### src/logic/mempool_lite_pkg.sv
package mempool_lite_pkg;

  localparam int unsigned DataWidth       = 32;
  localparam int unsigned AddrWidth       = 32;
  localparam int unsigned StrbWidth       = DataWidth / 8;
  localparam int unsigned L2AddrWidth     = 10;
  localparam int unsigned L2NumWords      = 2 ** L2AddrWidth;
  localparam int unsigned L2ByteOffset    = 2;
  localparam int unsigned CtrlOffsetWidth = 16;

  typedef logic [AddrWidth-1:0]       addr_t;
  typedef logic [DataWidth-1:0]       data_t;
  typedef logic [StrbWidth-1:0]       strb_t;
  typedef logic [CtrlOffsetWidth-1:0] reg_offset_t;

  // Address map
  localparam addr_t CtrlBaseAddr = 32'h4000_0000;
  localparam addr_t CtrlEndAddr  = 32'h4000_FFFF;
  localparam addr_t L2BaseAddr   = 32'h8000_0000;
  localparam addr_t L2EndAddr    = 32'hBFFF_FFFF;

  localparam reg_offset_t WakeUpOffset    = 16'h0000;
  localparam reg_offset_t NumWordsOffset  = 16'h0004;
  localparam reg_offset_t SrcOffsetOffset = 16'h0008;
  localparam reg_offset_t EocOffset       = 16'h000C;

  typedef enum logic [1:0] {
    CtrlRegisters,
    L2Memory,
    External
  } target_e;

  typedef enum logic [1:0] {
    Idle,
    Fetch,
    Wait,
    WriteEoc
  } run_state_e;

  // Byte lane merge for partial writes
  function automatic data_t apply_be(data_t old_word, data_t new_word, strb_t be);
    data_t merged;
    merged = old_word;
    for (int b = 0; b < StrbWidth; b++) begin
      if (be[b]) merged[8*b +: 8] = new_word[8*b +: 8];
    end
    return merged;
  endfunction

endpackage : mempool_lite_pkg

### src/logic/mem_bus_if.sv
`timescale 1ns/10ps

interface mem_bus_if;

  // Master side
  logic                    req;
  logic                    we;
  mempool_lite_pkg::addr_t addr;
  mempool_lite_pkg::data_t wdata;
  mempool_lite_pkg::strb_t be;

  // Slave side
  logic                    gnt;
  logic                    rvalid;  // One cycle after a granted read
  mempool_lite_pkg::data_t rdata;

  modport mst (
    output req, we, addr, wdata, be,
    input  gnt, rvalid, rdata
  );

  modport slv (
    input  req, we, addr, wdata, be,
    output gnt, rvalid, rdata
  );

endinterface : mem_bus_if

### src/logic/sum_engine.sv
`timescale 1ns/10ps

module sum_engine (
  input  logic                         clk_i,
  input  logic                         rst_n_i,
  input  mempool_lite_pkg::run_state_e state_i,
  input  logic                         load_i,
  input  mempool_lite_pkg::addr_t      src_offset_i,
  mem_bus_if.mst                       bus
);

  mempool_lite_pkg::addr_t addr_q;
  mempool_lite_pkg::data_t acc_q;
  logic                    fetching, writing;

  assign fetching = state_i == mempool_lite_pkg::Fetch;
  assign writing  = state_i == mempool_lite_pkg::WriteEoc;

  always_ff @(posedge clk_i) begin
    if (!rst_n_i) begin
      addr_q <= mempool_lite_pkg::L2BaseAddr;
      acc_q  <= '0;
    end else if (load_i) begin
      addr_q <= mempool_lite_pkg::L2BaseAddr + src_offset_i;
      acc_q  <= '0;
    end else begin
      if (fetching && bus.gnt) addr_q <= addr_q + mempool_lite_pkg::AddrWidth'(4);
      // Wraps modulo 2^32
      if (state_i == mempool_lite_pkg::Wait && bus.rvalid) acc_q <= acc_q + bus.rdata;
    end
  end

  // Request stays up until granted as the state only moves on gnt
  assign bus.req   = fetching || writing;
  assign bus.we    = writing;
  assign bus.addr  = writing ? mempool_lite_pkg::CtrlBaseAddr
                               + mempool_lite_pkg::addr_t'(mempool_lite_pkg::EocOffset)
                             : addr_q;
  assign bus.wdata = acc_q;
  assign bus.be    = '1;

endmodule : sum_engine

### src/flat_wrapper.sv
// flat-port wrapper written by rule: the top's interface ports become plain ports
module sum_engine_flat 
  (clk_i, rst_n_i, state_i, load_i, src_offset_i, bus_req, bus_we, bus_addr, bus_wdata, bus_be, bus_gnt, bus_rvalid, bus_rdata);
  mem_bus_if bus_i ();
  input  logic clk_i;
  input  logic rst_n_i;
  input  mempool_lite_pkg::run_state_e state_i;
  input  logic load_i;
  input  mempool_lite_pkg::addr_t src_offset_i;
  output wire logic [$bits(bus_i.req)-1:0] bus_req;
  output wire logic [$bits(bus_i.we)-1:0] bus_we;
  output wire logic [$bits(bus_i.addr)-1:0] bus_addr;
  output wire logic [$bits(bus_i.wdata)-1:0] bus_wdata;
  output wire logic [$bits(bus_i.be)-1:0] bus_be;
  input wire logic [$bits(bus_i.gnt)-1:0] bus_gnt;
  input wire logic [$bits(bus_i.rvalid)-1:0] bus_rvalid;
  input wire logic [$bits(bus_i.rdata)-1:0] bus_rdata;
  assign bus_req = bus_i.req;
  assign bus_we = bus_i.we;
  assign bus_addr = bus_i.addr;
  assign bus_wdata = bus_i.wdata;
  assign bus_be = bus_i.be;
  assign bus_i.gnt = bus_gnt;
  assign bus_i.rvalid = bus_rvalid;
  assign bus_i.rdata = bus_rdata;
  sum_engine u_core (.clk_i(clk_i), .rst_n_i(rst_n_i), .state_i(state_i), .load_i(load_i), .src_offset_i(src_offset_i), .bus(bus_i));
endmodule
### config.mk
export PLATFORM = sky130hd
export DESIGN_NAME = sum_engine_flat
export DESIGN_NICKNAME = d
export VERILOG_FILES = /design/src/logic/mempool_lite_pkg.sv /design/src/logic/mem_bus_if.sv /design/src/logic/sum_engine.sv /design/src/flat_wrapper.sv
export SDC_FILE = /design/constraint.sdc
export NUM_CORES = 1
export LEC_CHECK = 0
export BUFFER_PORTS_ARGS = -buffer_cell sky130_fd_sc_hd__buf_2
export CAP_MARGIN = 25
export CORE_MARGIN = 10
export CORE_UTILIZATION = 40
export CTS_CLUSTER_DIAMETER = 80
export CTS_CLUSTER_SIZE = 16
export DETAILED_ROUTE_END_ITERATION = 12
export SLEW_MARGIN = 20
export SYNTH_ARGS = -nofsm -noshare
export SYNTH_HDL_FRONTEND = slang
export SYNTH_SLANG_ARGS = --single-unit
### constraint.sdc
create_clock -name clk_i -period 4.15 [get_ports clk_i]
set_clock_uncertainty 0.1 [all_clocks]
set_input_delay 0.2075 -clock clk_i [delete_from_list [all_inputs] [get_ports clk_i]]
set_output_delay 0.2075 -clock clk_i [all_outputs]
set_load 0.1 [all_outputs]
# Word level (Yosys, flattened, before mapping)
# Cells that the tools add are included.
[totals] reg_bits=64 in_bits=71
[classes] n_addsub=3 eq_ne=3 n_mux=3 bitwise=1 reduce_logical=5
[op_table] cell="32-bit two-way mux" n=3
[op_table] cell="32-bit by 3-bit adder with 32-bit output, second input constant" n=1
[op_table] cell="32-bit adder" n=1
[op_table] cell="32-bit adder, first input constant" n=1
[op_table] cell="2-bit == test, second input constant" n=2
[op_table] cell="2-bit by 1-bit == test with 1-bit output, second input constant" n=1
[op_table] cell="1-bit logical AND" n=2
[op_table] cell="2-bit nonzero test" n=1
[op_table] cell="2-bit OR reduction" n=1
[op_table] cell="1-bit logical OR" n=1
[op_table] cell="1-bit inverter" n=1

# Longest topological paths before layout
# Gate-level depths: netlist of the first run.
[depth] ltp_word=4 depth_mapped=11 mapped_depth_nobuf=11

# Least setup slack after synthesis of the first run
# OpenSTA, ideal clock, no wires.
[synth_path] path_kind="reg2reg" start="register u_core.acc_q[0], in the netlist u_core.bus.wdata[0]" end="register u_core.acc_q[28], in the netlist u_core.bus.wdata[28]" setup_time_ns=0.128 arrival_time_ns=2.942 t_required_ns=3.922 path_slack_ns=0.981 path_stages_with_launch=12 path_buffers=0 synth_period_minus_slack_ns=3.169 cell_sequence="dfxtp_1 -> ha_1 -> fa_1 -> a21oi_1 -> o221ai_2 -> o21ai_2 -> nor4_4 -> a2111oi_2 -> o31ai_2 -> xor2_1 -> mux2i_1 -> nor2_1"
[synth_between] elab_chain_len=1
[synth_rtl] item="start, declared" line="sum_engine.sv:13" source="mempool_lite_pkg::data_t acc_q;"
[synth_rtl] item="start signal, assigned" line="sum_engine.sv:29" source="if (state_i == mempool_lite_pkg::Wait && bus.rvalid) acc_q <= acc_q + bus.rdata;"
[synth_rtl] item="32-bit adder" line="sum_engine.sv:29"
# Every way passes these cells.
# A chain may end at the register's enable or synchronous reset.

# Worst setup path in the final report of the first run
# Same ends and word-level chain as after synthesis.

==> flow_summary.yaml, run 1 <==
run_status:
  status: "finished, final reports clean"
floorplanning:
  fp.dieArea_um2: 16600
  die_w_um: 129
  die_h_um: 129
  row_count: 39
  start_util_pct: 41.2
  io_pins: 141
  core_um2: 11500
drt:
  drt_iter0_markers: 258
  via_per_inst: 5.33
  drc: 0
  wire_per_inst_um: 15.8
  drt_wl_total_um: 14000
  first_pass_iters: 4
  via_count: 4738
  antenna_left: 0
critical_path:
  crit_arrival_ns: 3.00
  worst_setup_path_start_kind: "register"
  critPathLaunch: "u_core.bus.wdata[0]"
  r2r_cells: 11
  critPathKind: "reg2reg"
  worstPathMaxFanout: 6
  cp-end-kind: "register"
  rrSetupSlack_ns: 1.27
  cp.required_ns: 4.27
  endpoint: "u_core.bus.wdata[28]"
  r2r-start: "u_core.bus.wdata[0]"
  timing.rr.end: "u_core.bus.wdata[28]"
cells_and_area:
  mostFrequentLayoutCells: "buf_2, nand2_1, dfxtp_1"
  areaGrowthSynthToFinish_pct: 22.1
  fillerInstances: 1150
  multi_input_area_um2: 3300
  drive_above_1_share_pct: 23.3
  seqCellArea_um2: 1280
  diodes: 0
  nets: 845
  layout_commonest_cell: "buf_2"
global_route:
  grt_max_degree: 57
  gr-total-overflow: 0
  grt_pass1_wl_um: 22700
  grt_usage_pct: 16.6
  grt_pass1_vias: 4728
  antenna_found_initial: 0
logic_synthesis:
  synth_cells: 622
  synth_seq_area_share_pct: 27.0
  synth_ff_type: "dfxtp_1"
  syn_area_um2: 4750
  synth_edf_count: 0
  ys.warnings.count: 0
  synth_area_leaders: "dfxtp_1, ha_1, nand2_1, and2_1, a21oi_1"
  synth_async_sr_flop_share_pct: 0
  ys_types: 61
  yosysTopAreaCell: "dfxtp_1"
  postSynthAreaPerCell_um2: 7.64
  synth_seq_cells: 64
  synth_top_area_share_pct: 27.0
sta:
  period_needed_ns: 2.88
  max_slew.worst_pin.slew_ns: 0.860
  finalSetupViolations: 0
  setup_slack_ns: 1.27
  drv_slew: 0
  period_share_pct: 69.4
  setup_tns_ns: 0
  rsz0062_at_grt: "no"
  whs_ns: 0.0276
  fmax_mhz: 347
  hold_violations: 0
  timing.slew.headroom_pct: 42.5
placed_design:
  io_buffers: 136
  hpwlAfterDp_um: 10600
  dp_slack_ns: 1.25
  place_congestion: 0.893
clock_network:
  postCtsSetupBuffers: 0
  cts_made_buffers: 9
  cts_max_level: 3
  root_buffer: "clkbuf_16"
  clock-sinks: 64
  clk_pin_slew_ns: 0.06
  clk-insertion-delay-late_ns: 0.34
  cts_hold_buf: 0
  cts_tree: "done"
  ctsResizeCount: 0
  cts_buffer_depth: 2
power_and_ir_drop:
  combPwrFrac_pct: 23.2
  p_clk_share_pct: 42.6
  net-switching-power_mw: 0.646
  seqPwrFrac_pct: 34.2
  internal-power_mw: 1.28
  p_leak_nw: 2.80
  p_per_area_nw_per_um2: 333
  peakVddDrop_mv: 0.171
  p_sw_share_pct: 33.5
  power_mw: 1.93
job:
  maxCapViolations: 0
hold_path:
  hold_class: "in2reg"
==> metal layers <==
metal / share of wire (%) / track usage, %
met4: 2.0 / 7.56
met3: 7.0 / 5.05
met2: 45 / 25.8
met5: 0 / 0
met1: 46 / 20.7
==> cell type report <==
type / count / share of cell area, %
multi-input cells: 520 / 56.8
flip-flops and latches: 64 / 22.1
repair buffers: 139 / 12.1
clock buffers: 11 / 4.01
well taps: 143 / 3.09
clock inverters: 5 / 1.40
inverters: 7 / 0.453
==> power by group through the flow <==
| stage | Sequential (mW) | Clock (mW) | Combinational (mW) |
|---|---|---|---|
| 6_report | 0.660 | 0.823 | 0.447 |
| 5_1_grt | 0.663 | 0.868 | 0.480 |
| 4_1_cts | 0.660 | 0.838 | 0.449 |
| 3_5_place_dp | 0.672 | 0 | 0.447 |
| 3_3_place_gp | 0.672 | 0 | 0.443 |
| 2_1_floorplan | 0.702 | 0 | 0.320 |
==> critical path, cell delays in order (launching register included) <==
cell and delay, ns:
dfxtp_1 0.32, ha_1 0.22, fa_1 0.40, a21oi_1 0.25, o221ai_2 0.16, o21ai_2 0.31, nor4_4 0.09, a2111oi_2 0.44
o31ai_2 0.14, xor2_1 0.16, mux2i_1 0.14, nor2_1 0.05
==> stage by stage <==
step | util [%] | instance area (um^2) | cells
2_1_floorplan | - | 4760 | 625
3_3_place_gp | 47.6 | 5490 | 873
3_5_place_dp | 47.6 | 5490 | 873
4_1_cts | 50.4 | 5800 | 889
5_1_grt | 50.4 | 5800 | 889
6_report | 50.4 | 5800 | 889
==> worst min-delay path by stage <==
stage | start | endpoint | slack, ns | depth (start not counted)
after floorplan | rst_n_i | u_core.addr_q[1] | 0.24 | 1
after global placement | u_core.bus.wdata[19] | u_core.bus.wdata[19] | 0.35 | 2
after detailed placement | u_core.bus.wdata[9] | u_core.bus.wdata[9] | 0.36 | 2
after CTS | src_offset_i[0] | u_core.addr_q[0] | 0.01 | 3
after global routing | src_offset_i[31] | u_core.addr_q[31] | 0.05 | 4
final | src_offset_i[0] | u_core.addr_q[0] | 0.03 | 3
==> cell families (layout without fill, tap and decap cells) <==
group | after synthesis | after routing | synth area share [%]
buffers and inverters | 41 | 162 | 3.92
DFF | 64 | 64 | 27.0
adders and majority gates | 33 | 33 | 8.85
AOI/OAI and AO/OA | 160 | 160 | 21.2
muxes | 4 | 4 | 0.843
xor gates and xnor gates | 53 | 53 | 9.77
other | 1 | 4 | 0.0790
and+or+nand+nor | 266 | 266 | 28.4
==> flip-flops by register name (all words and copies together) (netlist names) <==
name              flops
u_core.bus.wdata     32
u_core.addr_q        32
==> synthesized netlist by cell type (6+ instances only) <==
cell,instances
nor3_1,6
a21o_1,22
o21ai_1,11
nand2_1,103
xor2_1,30
nor2b_1,7
nand4_1,7
ha_1,32
clkbuf_1,21
nor2_1,32
nand3_1,21
dfxtp_1,64
inv_1,6
o21ai_0,35
buf_2,7
a21oi_1,55
and2_1,53
xnor2_1,23
and3_1,11
Note: power is estimated with default switching activity, not from simulation.
==> run 2, diff against run 1 <==
Settings changed: PLACE_DENSITY set to 0.67.
Clock period 4.15 ns to 2.3 ns, I/O delays scaled along.
==> flow_summary.yaml, run 2 (same netlist as run 1, synthesis figures left out) <==
clock_network:
  root_buffer: "clkbuf_16"
  cts_buffer_depth: 2
  clock-sinks: 64
  cts_max_level: 3
  clk-insertion-delay-late_ns: 0.35
  cts_tree: "done"
  cts_made_buffers: 9
  clk_pin_slew_ns: 0.06
placed_design:
  io_buffers: 136
  place_congestion: 0.912
  hpwlAfterDp_um: 11600
  post_dp_cell_area_um2: 6300
  dp_slack_ns: -0.234
power_and_ir_drop:
  combPwrFrac_pct: 27.7
  p_leak_nw: 3.40
  power_mw: 3.45
  net-switching-power_mw: 1.24
  p_sw_share_pct: 36.0
  p_per_area_nw_per_um2: 481
  peakVddDrop_mv: 0.488
  p_clk_share_pct: 38.4
  seqPwrFrac_pct: 33.9
  internal-power_mw: 2.21
drt:
  drt_iter0_markers: 355
  drt_wl_total_um: 15900
  antenna_left: 0
  first_pass_iters: 4
  drc: 0
  via_count: 5305
  wire_per_inst_um: 15.7
  via_per_inst: 5.24
hold_path:
  min_from: "src_offset_i[19]"
  holdPathEnd: "u_core.addr_q[19]"
  hold_class: "in2reg"
  hold_depth: 4
global_route:
  gr-total-overflow: 0
  grt_max_degree: 57
  antenna_found_initial: 1
  grt_usage_pct: 18.7
  grt_pass1_wl_um: 25700
  grt_pass1_vias: 5392
sta:
  timing.slew.headroom_pct: 62.9
  finalSetupViolations: 13
  drv_slew: 0
  hold_violations: 0
  setup_slack_ns: -0.294
  whs_ns: 0.00901
  period_needed_ns: 2.59
  period_share_pct: 113
  fmax_mhz: 386
  max_slew.worst_pin.slew_ns: 0.556
  rsz0062_at_grt: "yes"
critical_path:
  worst_setup_path_start_kind: "register"
  cp-end-kind: "register"
  rrSetupSlack_ns: -0.29
  timing.rr.end: "u_core.bus.wdata[28]"
  r2r_cells: 12
  worstPathMaxFanout: 4
  r2r-start: "u_core.bus.wdata[0]"
  cp.required_ns: 2.40
  critPathKind: "reg2reg"
  crit_arrival_ns: 2.70
floorplanning:
  fp.dieArea_um2: 16600
  die_w_um: 129
  die_h_um: 129
  core_um2: 11500
  row_count: 39
  start_util_pct: 41.2
  io_pins: 141
run_status:
  status: "finished with violations"
  violations: "setup timing"
cells_and_area:
  post-route-cell-area_um2: 7170
  multi_input_area_um2: 3600
  mostFrequentLayoutCells: "buf_2, nand2_1, buf_4"
  seqCellArea_um2: 1380
  areaGrowthSynthToFinish_pct: 50.9
  fillerInstances: 997
  layout_commonest_cell: "buf_2"
  nets: 967
  drive_above_1_share_pct: 39.2
job:
  maxCapViolations: 0
-- run 2: changes by cell type in the layout (fill, tap and decap cells not counted), sizes merged --
cell | previous run | this run
buf | 139 | 231
bufinv | 2 | 0
clkinv | 3 | 4
dlygate4sd3 | 0 | 30
clkbuf | 11 | 10
diode | 0 | 1
inv | 6 | 8
-- run 2: final cells by class --
type	count	share of cell area (%)
flip-flops and latches	64	19.2
inverters	7	0.366
well taps	143	2.50
multi-input cells	520	50.3
repair buffers	261	23.7
clock buffers	10	3.33
diodes	1	0.0349
clock inverters	6	0.593
-- run 2: repair_timing --
| item | CTS | global route |
|---|---|---|
| hold endpoints to repair | 30 | 0 |
| setup endpoints to repair | 16 | 27 |
| setup buffers | 6 | 6 |
| hold buffers | 30 | 0 |
| resized for setup | 17 | 20 |
| pin swaps | 18 | 9 |
-- run 2: worst max-delay path by stage --
stage / from / to / slack [ns] / cells after the start
5_1_grt: u_core.bus.wdata[0] / u_core.bus.wdata[28] / -0.41 / 12
3_5_place_dp: u_core.bus.wdata[0] / u_core.bus.wdata[30] / -0.23 / 11
4_1_cts: u_core.bus.wdata[0] / u_core.bus.wdata[30] / -0.23 / 11
3_3_place_gp: u_core.bus.wdata[0] / u_core.bus.wdata[30] / -0.22 / 11
6_report: u_core.bus.wdata[0] / u_core.bus.wdata[28] / -0.29 / 12
2_1_floorplan: u_core.bus.wdata[17] / u_core.bus.wdata[28] / -0.34 / 10
-- run 2: metal layers --
layer | track usage [%] | share of wire [%] | wire, um
met1 | 21.6 | 42 | 6700
met2 | 31.9 | 49 | 7750
met3 | 5.83 | 7.6 | 1200
met4 | 6.62 | 1.6 | 252
met5 | 0 | 0 | 0
-- run 2: metrics by stage --
stage               TNS, ns  cells  util, %
floorplan             -1.75    625        -
global placement      -1.39    953     54.7
detailed placement    -1.89    953     54.7
CTS                   -1.47   1005     61.2
global route          -4.06   1011     62.2
finish                -2.14   1012     62.3
-- run 2: worst max-delay path, cell delays in order, from the launching register on --
cell	delay (ns)
dfxtp_4	0.35
ha_4	0.16
fa_2	0.35
a21oi_2	0.19
o221ai_2	0.15
o21ai_4	0.22
nor4_4	0.06
buf_4	0.14
a2111oi_4	0.25
o31ai_2	0.10
xor2_1	0.15
mux2i_1	0.17
nor2_1	0.06
-- run 2: power by group through the flow --
stage / clock (mW) / sequential [mW] / combinational [mW]
after floorplan: 0 / 1.25 / 0.589
after global placement: 0 / 1.19 / 0.875
after detailed placement: 0 / 1.19 / 0.882
after CTS: 1.35 / 1.17 / 0.941
after global routing: 1.39 / 1.18 / 1.02
final: 1.32 / 1.17 / 0.954
==> run 3, diff against run 2 <==
Settings changed: CORE_MARGIN 10 to 4, REMOVE_ABC_BUFFERS set to 1.
==> flow_summary.yaml, run 3 (same netlist as run 1, synthesis figures left out) <==
run_status:
  status: "finished with violations"
  violations: "setup timing"
clock_network:
  cts_max_level: 3
  cts_tree: "done"
  cts_made_buffers: 9
  clk-insertion-delay-late_ns: 0.33
  root_buffer: "clkbuf_16"
  cts_buffer_depth: 2
  clock-sinks: 64
  clk_pin_slew_ns: 0.06
placed_design:
  io_buffers: 136
  hpwlAfterDp_um: 10900
  post_dp_cell_area_um2: 6100
  dp_slack_ns: -0.528
  place_congestion: 0.850
critical_path:
  cp_cell_sequence: "ha_4, fa_2, a21oi_4, o221ai_4, o21ai_4, buf_4, a211oi_2, o2111a_1, a311o_1, xor2_1, nand2_1, a21oi_1"
  worst_setup_path_start_kind: "register"
  critPathLaunch: "u_core.bus.wdata[0]"
  crit_slowest_cell: "fa_2"
  cp-end-kind: "register"
  r2r-start: "u_core.bus.wdata[0]"
  critPathMaxStageDelay_ns: 0.36
  cp.required_ns: 2.45
  crit_arrival_ns: 2.76
  worstPathMaxFanout: 4
  critPathKind: "reg2reg"
power_and_ir_drop:
  p_sw_share_pct: 35.4
  seqPwrFrac_pct: 34.5
  p_leak_nw: 3.36
  p_clk_share_pct: 37.6
  internal-power_mw: 2.23
  p_per_area_nw_per_um2: 486
  peakVddDrop_mv: 0.477
  combPwrFrac_pct: 27.9
  net-switching-power_mw: 1.22
floorplanning:
  core_um2: 11500
  die_h_um: 117
  row_count: 39
  io_pins: 141
  fp.dieArea_um2: 13700
  start_util_pct: 41.2
  die_w_um: 117
job:
  maxCapViolations: 0
sta:
  period_share_pct: 113
  period_needed_ns: 2.61
  drv_slew: 0
  rsz0062_at_grt: "yes"
  setup_tns_ns: -1.93
  finalSetupViolations: 13
  max_slew.worst_pin.slew_ns: 0.883
  timing.slew.headroom_pct: 41.0
  hold_violations: 0
  fmax_mhz: 383
  setup_slack_ns: -0.310
global_route:
  grt_pass1_wl_um: 24100
  gr-total-overflow: 0
  grt_max_degree: 33
  grt_usage_pct: 21.7
  grt_pass1_vias: 5213
  antenna_found_initial: 0
drt:
  via_per_inst: 5.23
  first_pass_iters: 4
  wire_per_inst_um: 15.3
  antenna_left: 0
  via_count: 5250
  drt_iter0_markers: 272
  drt_wl_total_um: 15300
  drc: 0
cells_and_area:
  drive_above_1_share_pct: 37.5
  layout_commonest_cell: "buf_2"
  post-route-cell-area_um2: 7100
  areaGrowthSynthToFinish_pct: 49.4
  fillerInstances: 1029
  mostFrequentLayoutCells: "buf_2, nand2_1, buf_4"
  diodes: 0
  nets: 960
hold_path:
  min_from: "src_offset_i[26]"
  hold_class: "in2reg"
[run 3: changes by cell type in the layout (fill, tap and decap cells not counted), sizes merged]
cell and delta:
dlygate4sd3 -10, buf +3, clkinvlp +3, clkinv -2, diode -1, inv -1
[run 3: per-stage QoR]
stage / hold WS, ns / std cells / total power, mW / utilization, %
after floorplan: 0.0769 / 591 / 1.81 / -
after global placement: 0.276 / 955 / 2.07 / 53.0
after detailed placement: 0.312 / 955 / 2.08 / 53.0
after CTS: 0.000951 / 1000 / 3.45 / 59.6
after global routing: 0.0208 / 1004 / 3.60 / 61.6
final: 0.0118 / 1004 / 3.45 / 61.6
[run 3: final cells by class]
type,instances,area (um^2),share of cell area [%]
Tap cell,143,179,2.52
Clock inverter,6,43.8,0.617
Inverter,7,26.3,0.370
Clock buffer,10,239,3.37
Sequential cell,64,1290,18.2
Multi-Input combinational cell,520,3670,51.8
Timing Repair Buffer,254,1650,23.2
[run 3: worst max-delay path, delay by kind of cell (launching register included)]
family	cells	cell delay [ns]
AOI/OAI and AO/OA	7	1.23
xor gates and xnor gates	1	0.13
adders and majority gates	2	0.52
buffers and inverters	1	0.15
DFF	1	0.33
and+or+nand+nor	1	0.06
[run 3: timing repair]
item / in CTS / in global routing
buffers inserted: 9 / 9
hold buffers: 20 / 0
resized for setup: 33 / 47
hold endpoints to repair: 20 / 0
pin swaps: 22 / 22
endpoints found under the setup margin: 19 / 21
[run 3: worst paths after layout]
check	to	slack, ns	depth (start not counted)
min	u_core.addr_q[26]	0.01	4
min reg2reg	u_core.bus.wdata[31]	0.37	2
max	u_core.bus.wdata[30]	-0.31	12
max reg2reg	u_core.bus.wdata[30]	-0.31	12
[run 3: per-layer routing]
layer / up-vias / share of wire [%] / GRT usage [%] / wire length, um
met3: 15 / 4.5 / 3.44 / 691
met5: - / 0 / 0 / 0
met2: 137 / 50 / 37.7 / 7650
met4: 0 / 1.4 / 6.42 / 209
li1: 2613 / - / - / -
met1: 2485 / 44 / 27.8 / 6770
[run 3: power by group through the flow]
stage	clock network, mW	logic (mW)	registers [mW]
global placement	0	0.863	1.21
global route	1.37	1.03	1.19
detailed placement	0	0.874	1.21
floorplan	0	0.541	1.27
finish	1.30	0.963	1.19
CTS	1.33	0.934	1.19
