File: config.mk
export PLATFORM = sky130hd
export DESIGN_NAME = ctrl_registers_flat
export DESIGN_NICKNAME = d
export VERILOG_FILES = /design/src/logic/mempool_lite_pkg.sv /design/src/logic/mem_bus_if.sv /design/src/logic/ctrl_registers.sv /design/src/flat_wrapper.sv
export SDC_FILE = /design/constraint.sdc
export NUM_CORES = 1
export LEC_CHECK = 0
export ABC_AREA = 1
export BUFFER_PORTS_ARGS = -buffer_cell sky130_fd_sc_hd__buf_2
export CAP_MARGIN = 20
export CORE_ASPECT_RATIO = 0.6
export CORE_MARGIN = 1
export CORE_UTILIZATION = 48
export CTS_CLUSTER_DIAMETER = 100
export DETAILED_ROUTE_END_ITERATION = 16
export HOLD_SLACK_MARGIN = 0.02
export PLACE_DENSITY = 0.77
export SLEW_MARGIN = 10
export SYNTH_ARGS = -nofsm -noshare
export SYNTH_HDL_FRONTEND = slang
export SYNTH_SLANG_ARGS = --single-unit
File: constraint.sdc
create_clock -name clk_i -period 1.88 [get_ports clk_i]
set_clock_uncertainty 0.05 [all_clocks]
set_input_delay 0.094 -clock clk_i [delete_from_list [all_inputs] [get_ports clk_i]]
set_output_delay 0.094 -clock clk_i [all_outputs]
set_load 0.02 [all_outputs]
File: src/logic/mempool_lite_pkg.sv
package mempool_lite_pkg;

  localparam int unsigned DataWidth       = 32;
  localparam int unsigned AddrWidth       = 32;
  localparam int unsigned StrbWidth       = DataWidth / 8;
  localparam int unsigned L2AddrWidth     = 10;
  localparam int unsigned L2NumWords      = 2 ** L2AddrWidth;
  localparam int unsigned L2ByteOffset    = 2;
  localparam int unsigned CtrlOffsetWidth = 16;

  typedef logic [AddrWidth-1:0]       addr_t;
  typedef logic [DataWidth-1:0]       data_t;
  typedef logic [StrbWidth-1:0]       strb_t;
  typedef logic [CtrlOffsetWidth-1:0] reg_offset_t;

  // Address map
  localparam addr_t CtrlBaseAddr = 32'h4000_0000;
  localparam addr_t CtrlEndAddr  = 32'h4000_FFFF;
  localparam addr_t L2BaseAddr   = 32'h8000_0000;
  localparam addr_t L2EndAddr    = 32'hBFFF_FFFF;

  localparam reg_offset_t WakeUpOffset    = 16'h0000;
  localparam reg_offset_t NumWordsOffset  = 16'h0004;
  localparam reg_offset_t SrcOffsetOffset = 16'h0008;
  localparam reg_offset_t EocOffset       = 16'h000C;

  typedef enum logic [1:0] {
    CtrlRegisters,
    L2Memory,
    External
  } target_e;

  typedef enum logic [1:0] {
    Idle,
    Fetch,
    Wait,
    WriteEoc
  } run_state_e;

  // Byte lane merge for partial writes
  function automatic data_t apply_be(data_t old_word, data_t new_word, strb_t be);
    data_t merged;
    merged = old_word;
    for (int b = 0; b < StrbWidth; b++) begin
      if (be[b]) merged[8*b +: 8] = new_word[8*b +: 8];
    end
    return merged;
  endfunction

endpackage : mempool_lite_pkg

File: src/logic/mem_bus_if.sv
`timescale 1ns/10ps

interface mem_bus_if;

  // Master side
  logic                    req;
  logic                    we;
  mempool_lite_pkg::addr_t addr;
  mempool_lite_pkg::data_t wdata;
  mempool_lite_pkg::strb_t be;

  // Slave side
  logic                    gnt;
  logic                    rvalid;  // One cycle after a granted read
  mempool_lite_pkg::data_t rdata;

  modport mst (
    output req, we, addr, wdata, be,
    input  gnt, rvalid, rdata
  );

  modport slv (
    input  req, we, addr, wdata, be,
    output gnt, rvalid, rdata
  );

endinterface : mem_bus_if

File: src/logic/ctrl_registers.sv
`timescale 1ns/10ps

module ctrl_registers (
  input  logic                    clk_i,
  input  logic                    rst_n_i,
  mem_bus_if.slv                  bus,
  output logic                    wake_o,
  output mempool_lite_pkg::data_t num_words_o,
  output mempool_lite_pkg::addr_t src_offset_o,
  output logic                    eoc_valid_o
);

  mempool_lite_pkg::reg_offset_t offset;
  mempool_lite_pkg::data_t       eoc_q;
  logic                          wr_en;

  assign offset  = bus.addr[mempool_lite_pkg::CtrlOffsetWidth-1:0];
  assign wr_en   = bus.req && bus.we;
  assign bus.gnt = bus.req;

  always_ff @(posedge clk_i) begin
    if (!rst_n_i) begin
      wake_o       <= 1'b0;
      num_words_o  <= '0;
      src_offset_o <= '0;
      eoc_q        <= '0;
      eoc_valid_o  <= 1'b0;
      bus.rvalid   <= 1'b0;
    end else begin
      wake_o     <= wr_en && offset == mempool_lite_pkg::WakeUpOffset;  // Single-cycle pulse
      bus.rvalid <= bus.req && !bus.we;
      if (wr_en) begin
        unique case (offset)
          mempool_lite_pkg::WakeUpOffset: eoc_valid_o <= 1'b0;  // New run pending
          mempool_lite_pkg::NumWordsOffset:
            num_words_o <= mempool_lite_pkg::apply_be(num_words_o, bus.wdata, bus.be);
          mempool_lite_pkg::SrcOffsetOffset:
            src_offset_o <= mempool_lite_pkg::apply_be(src_offset_o, bus.wdata, bus.be);
          mempool_lite_pkg::EocOffset: begin
            eoc_q       <= mempool_lite_pkg::apply_be(eoc_q, bus.wdata, bus.be);
            eoc_valid_o <= 1'b1;
          end
          default: ;
        endcase
      end
    end
  end

  // Read data
  always_ff @(posedge clk_i) begin
    if (bus.req && !bus.we) begin
      unique case (offset)
        mempool_lite_pkg::NumWordsOffset:  bus.rdata <= num_words_o;
        mempool_lite_pkg::SrcOffsetOffset: bus.rdata <= src_offset_o;
        mempool_lite_pkg::EocOffset:       bus.rdata <= eoc_q;
        default:                           bus.rdata <= '0;
      endcase
    end
  end

endmodule : ctrl_registers

File: src/flat_wrapper.sv
// flat-port wrapper written by rule: the top's interface ports become plain ports
module ctrl_registers_flat 
  (clk_i, rst_n_i, wake_o, num_words_o, src_offset_o, eoc_valid_o, bus_req, bus_we, bus_addr, bus_wdata, bus_be, bus_gnt, bus_rvalid, bus_rdata);
  mem_bus_if bus_i ();
  input  logic clk_i;
  input  logic rst_n_i;
  output logic wake_o;
  output mempool_lite_pkg::data_t num_words_o;
  output mempool_lite_pkg::addr_t src_offset_o;
  output logic eoc_valid_o;
  input wire logic [$bits(bus_i.req)-1:0] bus_req;
  input wire logic [$bits(bus_i.we)-1:0] bus_we;
  input wire logic [$bits(bus_i.addr)-1:0] bus_addr;
  input wire logic [$bits(bus_i.wdata)-1:0] bus_wdata;
  input wire logic [$bits(bus_i.be)-1:0] bus_be;
  output wire logic [$bits(bus_i.gnt)-1:0] bus_gnt;
  output wire logic [$bits(bus_i.rvalid)-1:0] bus_rvalid;
  output wire logic [$bits(bus_i.rdata)-1:0] bus_rdata;
  assign bus_i.req = bus_req;
  assign bus_i.we = bus_we;
  assign bus_i.addr = bus_addr;
  assign bus_i.wdata = bus_wdata;
  assign bus_i.be = bus_be;
  assign bus_gnt = bus_i.gnt;
  assign bus_rvalid = bus_i.rvalid;
  assign bus_rdata = bus_i.rdata;
  ctrl_registers u_core (.clk_i(clk_i), .rst_n_i(rst_n_i), .bus(bus_i), .wake_o(wake_o), .num_words_o(num_words_o), .src_offset_o(src_offset_o), .eoc_valid_o(eoc_valid_o));
endmodule
* Yosys cells after proc, flatten, opt, wreduce, memory -nomap -nowiden
Index checks and enable logic that the tools add are counted.
** Operators by class
- Equality and inequality tests :: 3
- Multiplexer cells :: 2
- Reduce and logical (&&, ||, !) cells :: 19
** Operators by type and width (count)
- 32-bit one-hot mux with 3 select lines :: 1
- 3-bit AND reduction :: 12
- 16-bit by 4-bit equality test with 1-bit output (second input constant) :: 2
- 16-bit by 3-bit equality test with 1-bit output (second input constant) :: 1
- 16-bit zero test :: 1
- 1-bit logical AND :: 3
- 1-bit one-hot mux with 2 select lines :: 1
- 2-bit AND reduction :: 1
- 2-bit nonzero test :: 1
- 1-bit zero test :: 1
** Word-level totals
- Register bits after elaboration :: 131
- Input port bits :: 72
- Output and inout bits :: 100

* Depth between registers and ports, before layout
Gate-level depths: netlist of the first run.
- Word-level depth :: 3
- Depth in mapped cells :: 9
- Gate-level depth less buffers :: 8

* Least setup slack after synthesis of the first run
OpenSTA, ideal clock, no wires.
- Path kind :: input-to-reg
- Start :: input bus_req
- End :: register u_core.bus.rdata[0] (enable)
- Library setup time :: 0.422 ns
- Arrival time :: 1.497 ns
- Required time :: 1.408 ns
- Setup slack :: -0.088 ns
- Stages :: 2
- Path through :: inv_1 nor2_1
** Between the ends
- Cells in the longest elaborated chain, start to end :: 1
** Ends and longest elaborated chain
- from (decl) :: line flat_wrapper.sv:11 : input wire logic [$bits(bus_i.req)-1:0] bus_req;
- 1-bit logical AND :: line ctrl_registers.sv:51 : if (bus.req && !bus.we) begin
- to (signal assigned) :: line ctrl_registers.sv:53 : mempool_lite_pkg::NumWordsOffset: bus.rdata <= num_words_o;
- to (signal assigned) :: line ctrl_registers.sv:54 : mempool_lite_pkg::SrcOffsetOffset: bus.rdata <= src_offset_o;
- to (signal assigned) :: line ctrl_registers.sv:55 : mempool_lite_pkg::EocOffset: bus.rdata <= eoc_q;
- to (decl) :: line mem_bus_if.sv:24 : output gnt, rvalid, rdata
Every way passes these cells.
A chain may end at the register's enable or synchronous reset.

* Worst setup path in the final report of the first run
- Start :: input bus_we
- End :: register u_core.num_words_o[23]
** Between the ends
- Cells in the longest elaborated chain, start to end :: 2
** Ends and longest elaborated chain
- from (decl) :: line flat_wrapper.sv:12 : input wire logic [$bits(bus_i.we)-1:0] bus_we;
- 1-bit logical AND :: line ctrl_registers.sv:18 : assign wr_en = bus.req && bus.we;
- 3-bit AND reduction (no line)
- to (signal assigned) :: line ctrl_registers.sv:36 : num_words_o <= mempool_lite_pkg::apply_be(num_words_o, bus.wdata, bus.be);
- to (decl) :: line ctrl_registers.sv:8 : output mempool_lite_pkg::data_t num_words_o,
Every way passes these cells.

==> results of run 1 <==
==> state kept, by name (all words and copies together), names as in the netlist <==
register / cells
u_core.wake_o: 1
u_core.bus.rvalid: 1
u_core.num_words_o: 32
u_core.eoc_q: 32
u_core.bus.rdata: 32
u_core.eoc_valid_o: 1
u_core.src_offset_o: 32
==> cell type report <==
type	count	area (µm²)	share of cell area, %
multi-input combinational	561	2490	29.1
sequential	131	2940	34.4
timing repair buffer	215	1410	16.5
inverter	233	875	10.2
tap	170	213	2.49
clock buffer	19	453	5.29
clock inverter	13	180	2.10
==> through the flow <==
stage / power, µW / TNS [ps] / utilization, %
after floorplan: 3150 / 0 / -
after CTS: 6880 / 0 / 65.2
after global routing: 7050 / -2410 / 65.4
after global placement: 3290 / 0 / 57.9
final: 6870 / -21.0 / 65.4
after detailed placement: 3290 / 0 / 57.9
==> how the worst min path moves through the flow <==
stage	from	end	cells after the start
after floorplan	bus_we	u_core.bus.rvalid$_SDFF_PN0_	1
after global placement	bus_we	u_core.bus.rvalid$_SDFF_PN0_	2
after detailed placement	bus_we	u_core.bus.rvalid$_SDFF_PN0_	2
after CTS	bus_wdata[22]	u_core.eoc_q[22]$_SDFFE_PN0P_	5
after global routing	bus_wdata[22]	u_core.num_words_o[22]$_SDFFE_PN0P_	5
final	bus_wdata[22]	u_core.eoc_q[22]$_SDFFE_PN0P_	5
==> placed cells by master (no fill, tap or decap), drive strengths merged, types with 19 or more instances in the layout <==
cell,n
edfxtp,32
dfxtp,99
nor2,116
buf,182
inv,235
dlygate4sd3,33
nand3,47
nand4,96
nand2,297
clkbuf,19
==> cell usage after synthesis <==
master	count
a21oi_1	1
nor2_1	108
clkbuf_1	4
nor3_1	1
nand4_1	96
buf_6	4
buf_4	7
nor2_2	6
nand2_1	296
buf_2	30
edfxtp_1	32
nor2_4	2
buf_1	9
and2_1	3
nand2_2	1
inv_1	233
nand3_1	47
dfxtp_1	99
==> logic make-up (layout without fill, tap and decap cells) <==
family / Yosys count / after routing / share of synthesized area, %
flops: 131 / 131 / 44.9
simple gates: 560 / 560 / 37.2
compound gates: 1 / 1 / 0.0762
buf+inv: 287 / 480 / 17.8
==> where the power goes <==
| group | total (µW) | leakage, µW | switching, µW | internal (µW) |
|---|---|---|---|---|
| Clock | 3580 | 0.000307 | 1290 | 2290 |
| Sequential | 2910 | 0.00111 | 6.16 | 2900 |
| Combinational | 381 | 0.00289 | 226 | 155 |
| Total | 6870 | 0.00431 | 1520 | 5350 |
==> worst max-delay path, cell delays in order <==
cell and delay (ps):
dlygate4sd3_1 540, buf_2 150, nand2_1 270, nor2_2 370, nand3_1 400, nand2_1 190
inv_1 60, nor2_1 120
==> repair_timing <==
action	in CTS	in global routing
resized for setup	0	4
setup buffers	0	0
hold buffers	33	0
endpoints found under the setup margin	0	51
endpoints found under the hold margin	76	0
==> per-layer routing <==
metal | up-vias | routed length, µm | track usage [%]
met1 | 2864 | 8510 | 36.2
met3 | 19 | 1260 | 5.33
met4 | 0 | 184 | 6.90
met5 | - | 0 | 0
met2 | 258 | 7780 | 42.3
li1 | 3322 | - | -
==> flow_summary_export.csv, run 1 <==
group,metric,value,unit
run_status,failed_checks,"setup timing",
sta,finalSetupViolations,1,
run_status,run_status,"finished with violations",
global_routing,grt_pass1_wl,29100,µm
placement,dpl_worst_slack,90.0,ps
sta,post-route-period-util,101,%
yosys,synth_seq_area_share,44.9,%
yosys,yosysWarnings,0,
worst_setup_path,critPathMaxFanout,8,
yosys,syn_avg_cell_area,6.70,µm²
worst_setup_path,start_kind,"primary input",
die,die_h,92.6,µm
drt,via_per_inst,4.82,
yosys,netlist_top_cells_area,"dfxtp_1, nand2_1, edfxtp_1",
sta,hold_viol,0,
yosys,synthDistinctLibCells,18,
sta,fmax,526,MHz
layout,nNetsFinal,1231,
power,p_per_area,802,mW/mm²
layout,fin_area,0.00856,mm²
layout,fin_cells,1342,
drt,dr.pass1.iters,5,
global_routing,antenna_found_initial,0,
die,dieArea,0.0142,mm²
drt,wl_per_cell,13.2,µm
worst_hold_path,hold_path_class,"primary input to register",
worst_setup_path,cp.required,2170,ps
worst_setup_path,critical_path_class,"primary input to register",
yosys,synth_largest_area_cell,"dfxtp_1",
worst_setup_path,reg2reg_depth,4,
clock_tree,worstSkewPairLatency,410,ps
yosys,ys_ff_latch,131,
sta,period_needed,1900,ps
global_routing,grt-ovfl-total,0,
layout,filler_cell_count,1137,
clock_tree,ctsHtreeMaxLevel,4,
layout,antennaDiodeCount,0,
drt,drt_iter0_drc,596,
global_routing,grt_max_degree,98,
drt,ant_nets,0,
drt,wl,17700,µm
global_routing,grt_pass1_vias,5955,
sta,worst_slack,-21.0,ps
placement,dpl_cell_area,0.00758,mm²
placement,port-buffer-count,155,
yosys,netlist_area,0.00656,mm²
clock_tree,cts-root-buf,"clkbuf_16",
sta,slew_violations,0,
die,top_level_ports,172,
placement,dp.cells,1277,
power,leakage,0.00431,µW
placement,hpwl,11300,µm
placement,gp_congestion,0.827,
clock_tree,cts_max_path_buffers,2,
worst_setup_path,reg2reg_setup_slack,1000,ps
layout,area_growth_syn_to_layout,30.5,%
yosys,syn_nets,1051,
layout,final_layout_size_suffix_gt1_share,19.5,%
worst_setup_path,cp-endpoint,"u_core.num_words_o[23]$_SDFFE_PN0P_",
worst_setup_path,r2r_start,"u_core.num_words_o[23]$_SDFFE_PN0P_",
die,rows,32,
clock_tree,cts.sinks,131,
die,die-width,153,µm
die,coreArea,0.0131,mm²
drt,drc,0,
worst_setup_path,worstReg2RegEnd,"u_core.num_words_o[23]$_SDFFE_PN0P_",
power,ir_drop,0.506,mV
sta,max_slew_margin,71.6,%
sta,whs,36.0,ps
sta,rsz0062_at_grt,"true",
worst_setup_path,cp.arrival,2190,ps
worst_setup_path,crit_start,"bus_we",
clock_tree,cts_tree,"done",
yosys,synthCells,979,
clock_tree,clkTransAtPathRegs,60,ps
yosys,yosys.area.top_type_share,30.2,%
drt,vias,6463,
clock_tree,numCtsBuffers,17,
flow_run,cap_violations,0,
global_routing,grt_usage,26.3,%
worst_setup_path,endpoint_kind,"register",
die,start_util,50.1,%
sta,worstMarginPinSlew,424,ps
(Power assumes the default switching activity.)
==> run 2: changes to the inputs <==
BUFFER_PORTS_ARGS = unset   (was -buffer_cell sky130_fd_sc_hd__buf_2)
CORE_UTILIZATION = 55   (was 48)
DONT_BUFFER_PORTS = 1   (was unset)
HOLD_SLACK_MARGIN = 0.03   (was 0.02)
PLACE_DENSITY = 0.73   (was 0.77)
REMOVE_ABC_BUFFERS = 1   (was unset)
==> run 2 against run 1 <==
The run now ends clean. Clock-buffer cell count grew 1. Cell count fell by 10%. Die area shrank 13%. Register-to-register slack got worse by 80 ps. Hold slack worse by 29 ps. Sequential power is essentially flat. Largest power group unchanged. Combinational power down 20%.
==> flow_summary_export.csv, run 2 (synthesized netlist as in run 1, its figures left out) <==
group,metric,value,unit
worst_hold_path,hold_path_class,"primary input to register",
die,rows,30,
power,leakage,0.00370,µW
drt,ant_nets,0,
worst_setup_path,critical_path_class,"primary input to register",
die,top_level_ports,172,
power,p_per_area,843,mW/mm²
worst_setup_path,crit_start,"bus_addr[8]",
worst_setup_path,cp.required,2140,ps
drt,vias,6151,
drt,wl,18300,µm
worst_setup_path,r2r_start,"u_core.num_words_o[28]$_SDFFE_PN0P_",
worst_setup_path,max_stage_delay,570,ps
worst_setup_path,cp-endpoint,"u_core.num_words_o[1]$_SDFFE_PN0P_",
worst_setup_path,path_cells,"dlygate4sd3_1 -> nor2_1 -> nand2_1 -> nor2_4 -> buf_12 -> buf_6 -> nand4_1 -> nand2_1 -> dlygate4sd3_1 -> nor2_1",
layout,antennaDiodeCount,0,
drt,wl_per_cell,15.2,µm
sta,max_slew_margin,67.5,%
clock_tree,cts-root-buf,"clkbuf_16",
worst_setup_path,worstReg2RegEnd,"u_core.num_words_o[28]$_SDFFE_PN0P_",
die,die-width,143,µm
worst_setup_path,reg2reg_setup_slack,920,ps
sta,hold_viol,0,
power,p_total,6790,µW
run_status,run_status,"finished, final reports clean",
placement,hpwl,10400,µm
worst_setup_path,critical-path-slowest-cell,"dlygate4sd3_1",
sta,post-route-period-util,98.1,%
worst_setup_path,endpoint_kind,"register",
layout,area_growth_syn_to_layout,22.7,%
global_routing,grt-ovfl-total,0,
global_routing,grt_max_degree,90,
die,dieArea,0.0124,mm²
global_routing,grt_usage,30.5,%
worst_hold_path,hold_path.startpoint,"rst_n_i",
layout,layout_commonest_cell,"nand2_1",
layout,fin_area,0.00805,mm²
layout,nNetsFinal,1103,
sta,slew_violations,0,
die,die_h,86.6,µm
clock_tree,numCtsBuffers,17,
layout,final_cell_mix,"nand2_1, inv_1, nor2_1",
clock_tree,cts_tree,"done",
placement,gp_congestion,0.804,
worst_setup_path,cp.arrival,2110,ps
flow_run,cap_violations,0,
placement,dpl_cell_area,0.00673,mm²
clock_tree,ctsHtreeMaxLevel,4,
global_routing,grt_pass1_wl,28700,µm
sta,finalSetupViolations,0,
layout,final_layout_size_suffix_gt1_share,6.90,%
clock_tree,worstSkewPairLatency,410,ps
global_routing,antenna_found_initial,0,
worst_setup_path,start_kind,"primary input",
layout,post-route-util,70.3,%
clock_tree,clkTransAtPathRegs,60,ps
sta,fmax,542,MHz
drt,drt_iter0_drc,527,
drt,via_per_inst,5.11,
die,start_util,57.3,%
worst_setup_path,critPathMaxFanout,18,
clock_tree,cts.sinks,131,
die,coreArea,0.0114,mm²
worst_setup_path,reg2reg_depth,4,
global_routing,grt_pass1_vias,5738,
drt,dr.pass1.iters,5,
drt,drc,0,
clock_tree,cts_max_path_buffers,2,
power,ir_drop,0.687,mV
placement,port-buffer-count,0,
sta,worstMarginPinSlew,487,ps
sta,period_needed,1850,ps
-- run 2: timing repair --
item | in CTS | in global routing
endpoints found under the setup margin | 0 | 21
resized for setup | 0 | 1
setup buffers | 0 | 5
hold endpoints to repair | 103 | 0
hold buffers | 58 | 0
-- run 2: worst min-delay path by stage --
stage,to,slack (ps),cells past startpoint
after floorplan,u_core.bus.rvalid$_SDFF_PN0_,120,1
after global placement,u_core.bus.rvalid$_SDFF_PN0_,130,1
after detailed placement,u_core.bus.rvalid$_SDFF_PN0_,130,1
after CTS,u_core.eoc_q[26]$_SDFFE_PN0P_,30,3
after global routing,u_core.num_words_o[22]$_SDFFE_PN0P_,50,3
final,u_core.eoc_q[2]$_SDFFE_PN0P_,7,3
-- run 2: layer usage --
| metal | vias to the layer above | routed length, µm | track usage (%) |
|---|---|---|---|
| met2 | 275 | 8450 | 48.2 |
| met1 | 2782 | 7730 | 39.4 |
| met3 | 29 | 1850 | 8.84 |
| li1 | 3065 | - | - |
| met4 | 0 | 238 | 11.8 |
| met5 | - | 0 | 0 |
-- run 2: final cells by class --
| class | instances | area [µm²] |
|---|---|---|
| clock inverters | 12 | 181 |
| inverters | 233 | 875 |
| repair buffers | 87 | 940 |
| well taps | 160 | 200 |
| flip-flops and latches | 131 | 2940 |
| fillers | 925 | 3400 |
| clock buffers | 20 | 447 |
| multi-input cells | 561 | 2470 |
-- run 2: power breakdown --
group          internal [µW]  switching [µW]  total, µW
Sequential              2900            37.1       2940
Clock                   2260            1280       3540
Combinational            125             179        303
Total                   5290            1500       6790
-- run 2: metrics by stage --
step	instances	setup WS, ps	hold WS (ps)	TNS, ps
2_1_floorplan	925	-1630	123	-195940
3_3_place_gp	1108	284	127	0
3_5_place_dp	1108	261	133	0
4_1_cts	1198	38.1	32.9	0
5_1_grt	1204	-0.0713	54.0	-0.0713
6_report	1204	34.9	7.17	0
-- run 2: critical path, delay by kind of cell --
| kind | cells | cell delay, ps |
|---|---|---|
| buffers and inverters | 4 | 1440 |
| AND/OR/NAND/NOR | 6 | 570 |
==> run 3: changes to the inputs <==
--- a/config.mk
+++ b/config.mk
@@ -7,3 +7,3 @@
 export LEC_CHECK = 0
-export ABC_AREA = 1
+export ABC_AREA = 0
 export CAP_MARGIN = 20
--- a/constraint.sdc
+++ b/constraint.sdc
@@ -4,2 +4,2 @@
 set_output_delay 0.094 -clock clk_i [all_outputs]
-set_load 0.02 [all_outputs]
+set_load 0.1 [all_outputs]
==> run 3 against run 2 <==
Sequential share of layout area fell by 1.3 points. Critical path type is now register to register. Global-route usage rose by 2.7 points. Wire length fell by 3.7%.
==> flow_summary_export.csv, run 3 <==
group,metric,value,unit
clock_tree,ctsHtreeMaxLevel,4,
drt,drt_iter0_drc,259,
global_routing,grt_pass1_wl,26800,µm
sta,slew_violations,0,
layout,nNetsFinal,800,
power,leakage,0.00339,µW
die,top_level_ports,172,
yosys,ys_ff_latch,131,
layout,fin_cells,876,
drt,ant_nets,0,
drt,drc,0,
clock_tree,cts.sinks,131,
clock_tree,numCtsBuffers,17,
die,dieArea,0.0108,mm²
worst_setup_path,r2r_start,"u_core.src_offset_o[28]$_SDFFE_PN0P_",
worst_hold_path,hold_path.startpoint,"bus_addr[3]",
die,rows,28,
global_routing,antenna_found_initial,0,
power,p_total,6800,µW
global_routing,grt-ovfl-total,0,
global_routing,grt_pass1_vias,5084,
placement,dpl_worst_slack,74.3,ps
yosys,yosys.area.top_type_share,34.7,%
drt,wl,17600,µm
worst_setup_path,critical-path-slowest-cell,"dlygate4sd3_1",
sta,worstMarginPinSlew,934,ps
yosys,synthDistinctLibCells,24,
layout,final_layout_size_suffix_gt1_share,27.8,%
clock_tree,worstSkewPairLatency,410,ps
sta,rsz0062_at_grt,"false",
sta,period_needed,1830,ps
yosys,synth_commonest_cells,"nand2_1, dfxtp_1, mux2i_1",
worst_setup_path,start_kind,"register",
yosys,synth_most_common_cell,"nand2_1",
clock_tree,cts-root-buf,"clkbuf_16",
global_routing,grt_usage,33.2,%
worst_setup_path,cpMostUsedCell,"dlygate4sd3_1",
drt,wl_per_cell,20.1,µm
clock_tree,cts_tree,"done",
power,ir_drop,0.665,mV
yosys,yosysWarnings,0,
placement,port-buffer-count,0,
layout,antennaDiodeCount,0,
worst_setup_path,critPathMaxFanout,3,
placement,dp.cells,726,
drt,dr.pass1.iters,5,
layout,area_growth_syn_to_layout,46.6,%
yosys,postSynth.asyncResetShare,0,%
global_routing,grt_max_degree,86,
sta,max_slew_margin,37.6,%
global_routing,grtUsageMet2,55.5,%
worst_setup_path,worst-path-buf-inv,2,
clock_tree,clkTransAtPathRegs,60,ps
worst_setup_path,crit_start,"u_core.src_offset_o[28]$_SDFFE_PN0P_",
run_status,run_status,"finished, final reports clean",
drt,via_per_inst,5.63,
global_routing,grtUsageMet3,9.36,%
yosys,synth_seq_area_share,51.6,%
worst_setup_path,path_cells,"nand2_1 -> dlygate4sd3_1 -> mux2i_1 -> dlygate4sd3_1",
worst_setup_path,max_stage_delay,590,ps
flow_run,cap_violations,0,
clock_tree,cts_max_path_buffers,2,
worst_setup_path,endpoint_kind,"register",
global_routing,grt-busiest-layer,"met2",
placement,gp_congestion,0.758,
yosys,synth_largest_area_cell,"dfxtp_1",
yosys,netlist_area,0.00571,mm²
layout,filler_cell_count,552,
worst_setup_path,critical_path_class,"register to register",
drt,vias,4933,
yosys,synthCells,518,
sta,fmax,546,MHz
sta,hold_viol,0,
yosys,synth_edf_count,32,
power,p_per_area,813,mW/mm²
worst_setup_path,critical-path-top-delay-family,"buffers and inverters",
worst_setup_path,cp.arrival,2130,ps
die,start_util,57.2,%
die,die_h,80.9,µm
sta,worst_slack,48.0,ps
global_routing,met1_usage,40.1,%
die,die-width,134,µm
layout,layout_commonest_cell,"nand2_1",
layout,final_cell_mix,"nand2_1, buf_4, dlygate4sd3_1",
worst_setup_path,cp.required,2180,ps
placement,hpwl,8780,µm
sta,post-route-period-util,97.4,%
yosys,synth-main-ff-cell,"dfxtp_1",
sta,finalSetupViolations,0,
yosys,syn_avg_cell_area,11.0,µm²
die,coreArea,0.00998,mm²
yosys,netlist_top_cells_area,"dfxtp_1, mux2i_1, edfxtp_1",
worst_hold_path,hold_path_class,"primary input to register",
==> run 3: cell count changes in the layout (fill, tap and decap cells not counted), moves of 12 or more <==
cell / previous run / this run
a22oi_1: 0 / 32
buf_4: 20 / 114
dlygate4sd3_1: 56 / 103
inv_1: 233 / 0
mux2_2: 0 / 32
mux2i_1: 0 / 97
nand2_1: 296 / 129
nand3_1: 47 / 0
nand4_1: 96 / 1
nor2_1: 106 / 33
nor2_8: 0 / 12
==> run 3: per-stage QoR <==
stage | area [µm²] | utilization, % | setup TNS (ps) | hold slack, ps
5_1_grt | 8370 | 83.8 | 0 | 53.4
6_report | 8370 | 83.8 | 0 | 41.9
2_1_floorplan | 5590 | - | -8550 | 120
3_5_place_dp | 6570 | 65.8 | 0 | 131
4_1_cts | 8290 | 83.0 | 0 | 31.6
3_3_place_gp | 6570 | 65.8 | 0 | 131
==> run 3: worst paths after layout <==
kind                                          endpoint  slack [ps]  cells past startpoint
hold reg to reg           u_core.eoc_q[2]$_SDFFE_PN0P_         410                      2
setup / recovery  u_core.src_offset_o[28]$_SDFFE_PN0P_          50                      4
setup reg to reg  u_core.src_offset_o[28]$_SDFFE_PN0P_          50                      4
hold / removal          u_core.bus.rdata[12]$_DFFE_PP_          40                      3
==> run 3: layout make-up <==
type	count	area [µm²]	share of cell area, %
clock buffer	23	478	5.71
clock inverter	9	128	1.53
timing repair buffer	222	1990	23.7
multi-input combinational	356	2660	31.8
tap	135	169	2.02
sequential	131	2950	35.2
==> run 3: worst reg2reg max path, delay by kind of cell (launching register included) <==
kind | cells | cell delay, ps
buf+inv | 2 | 1150
flops | 1 | 350
mux | 1 | 150
simple gates | 1 | 70
==> run 3: cell families after synthesis <==
kind of cell	after synthesis	share of synthesized area (%)
buffers and inverters	31	2.10
AND/OR/NAND/NOR	193	18.5
AO/OA/AOI/OAI	34	4.47
flip-flops	131	51.6
multiplexers	129	23.3
==> run 3: routing by layer <==
| metal | vias up | wire (µm) |
|---|---|---|
| met5 | - | 0 |
| li1 | 2235 | - |
| met4 | 0 | 340 |
| met3 | 39 | 1400 |
| met2 | 247 | 8590 |
| met1 | 2412 | 7260 |
==> run 3: repair_timing <==
action / CTS / global route
endpoints found under the hold margin: 142 / 0
resized for setup: 0 / 4
setup endpoints to repair: 0 / 21
buffers inserted: 0 / 11
hold buffers: 108 / 0
==> run 3: where the power goes <==
| part | total (µW) | internal [µW] | leakage [µW] | switching (µW) |
|---|---|---|---|---|
| logic | 475 | 134 | 0.00200 | 342 |
| clock network | 3410 | 2190 | 0.000289 | 1230 |
| registers | 2910 | 2900 | 0.00110 | 8.32 |
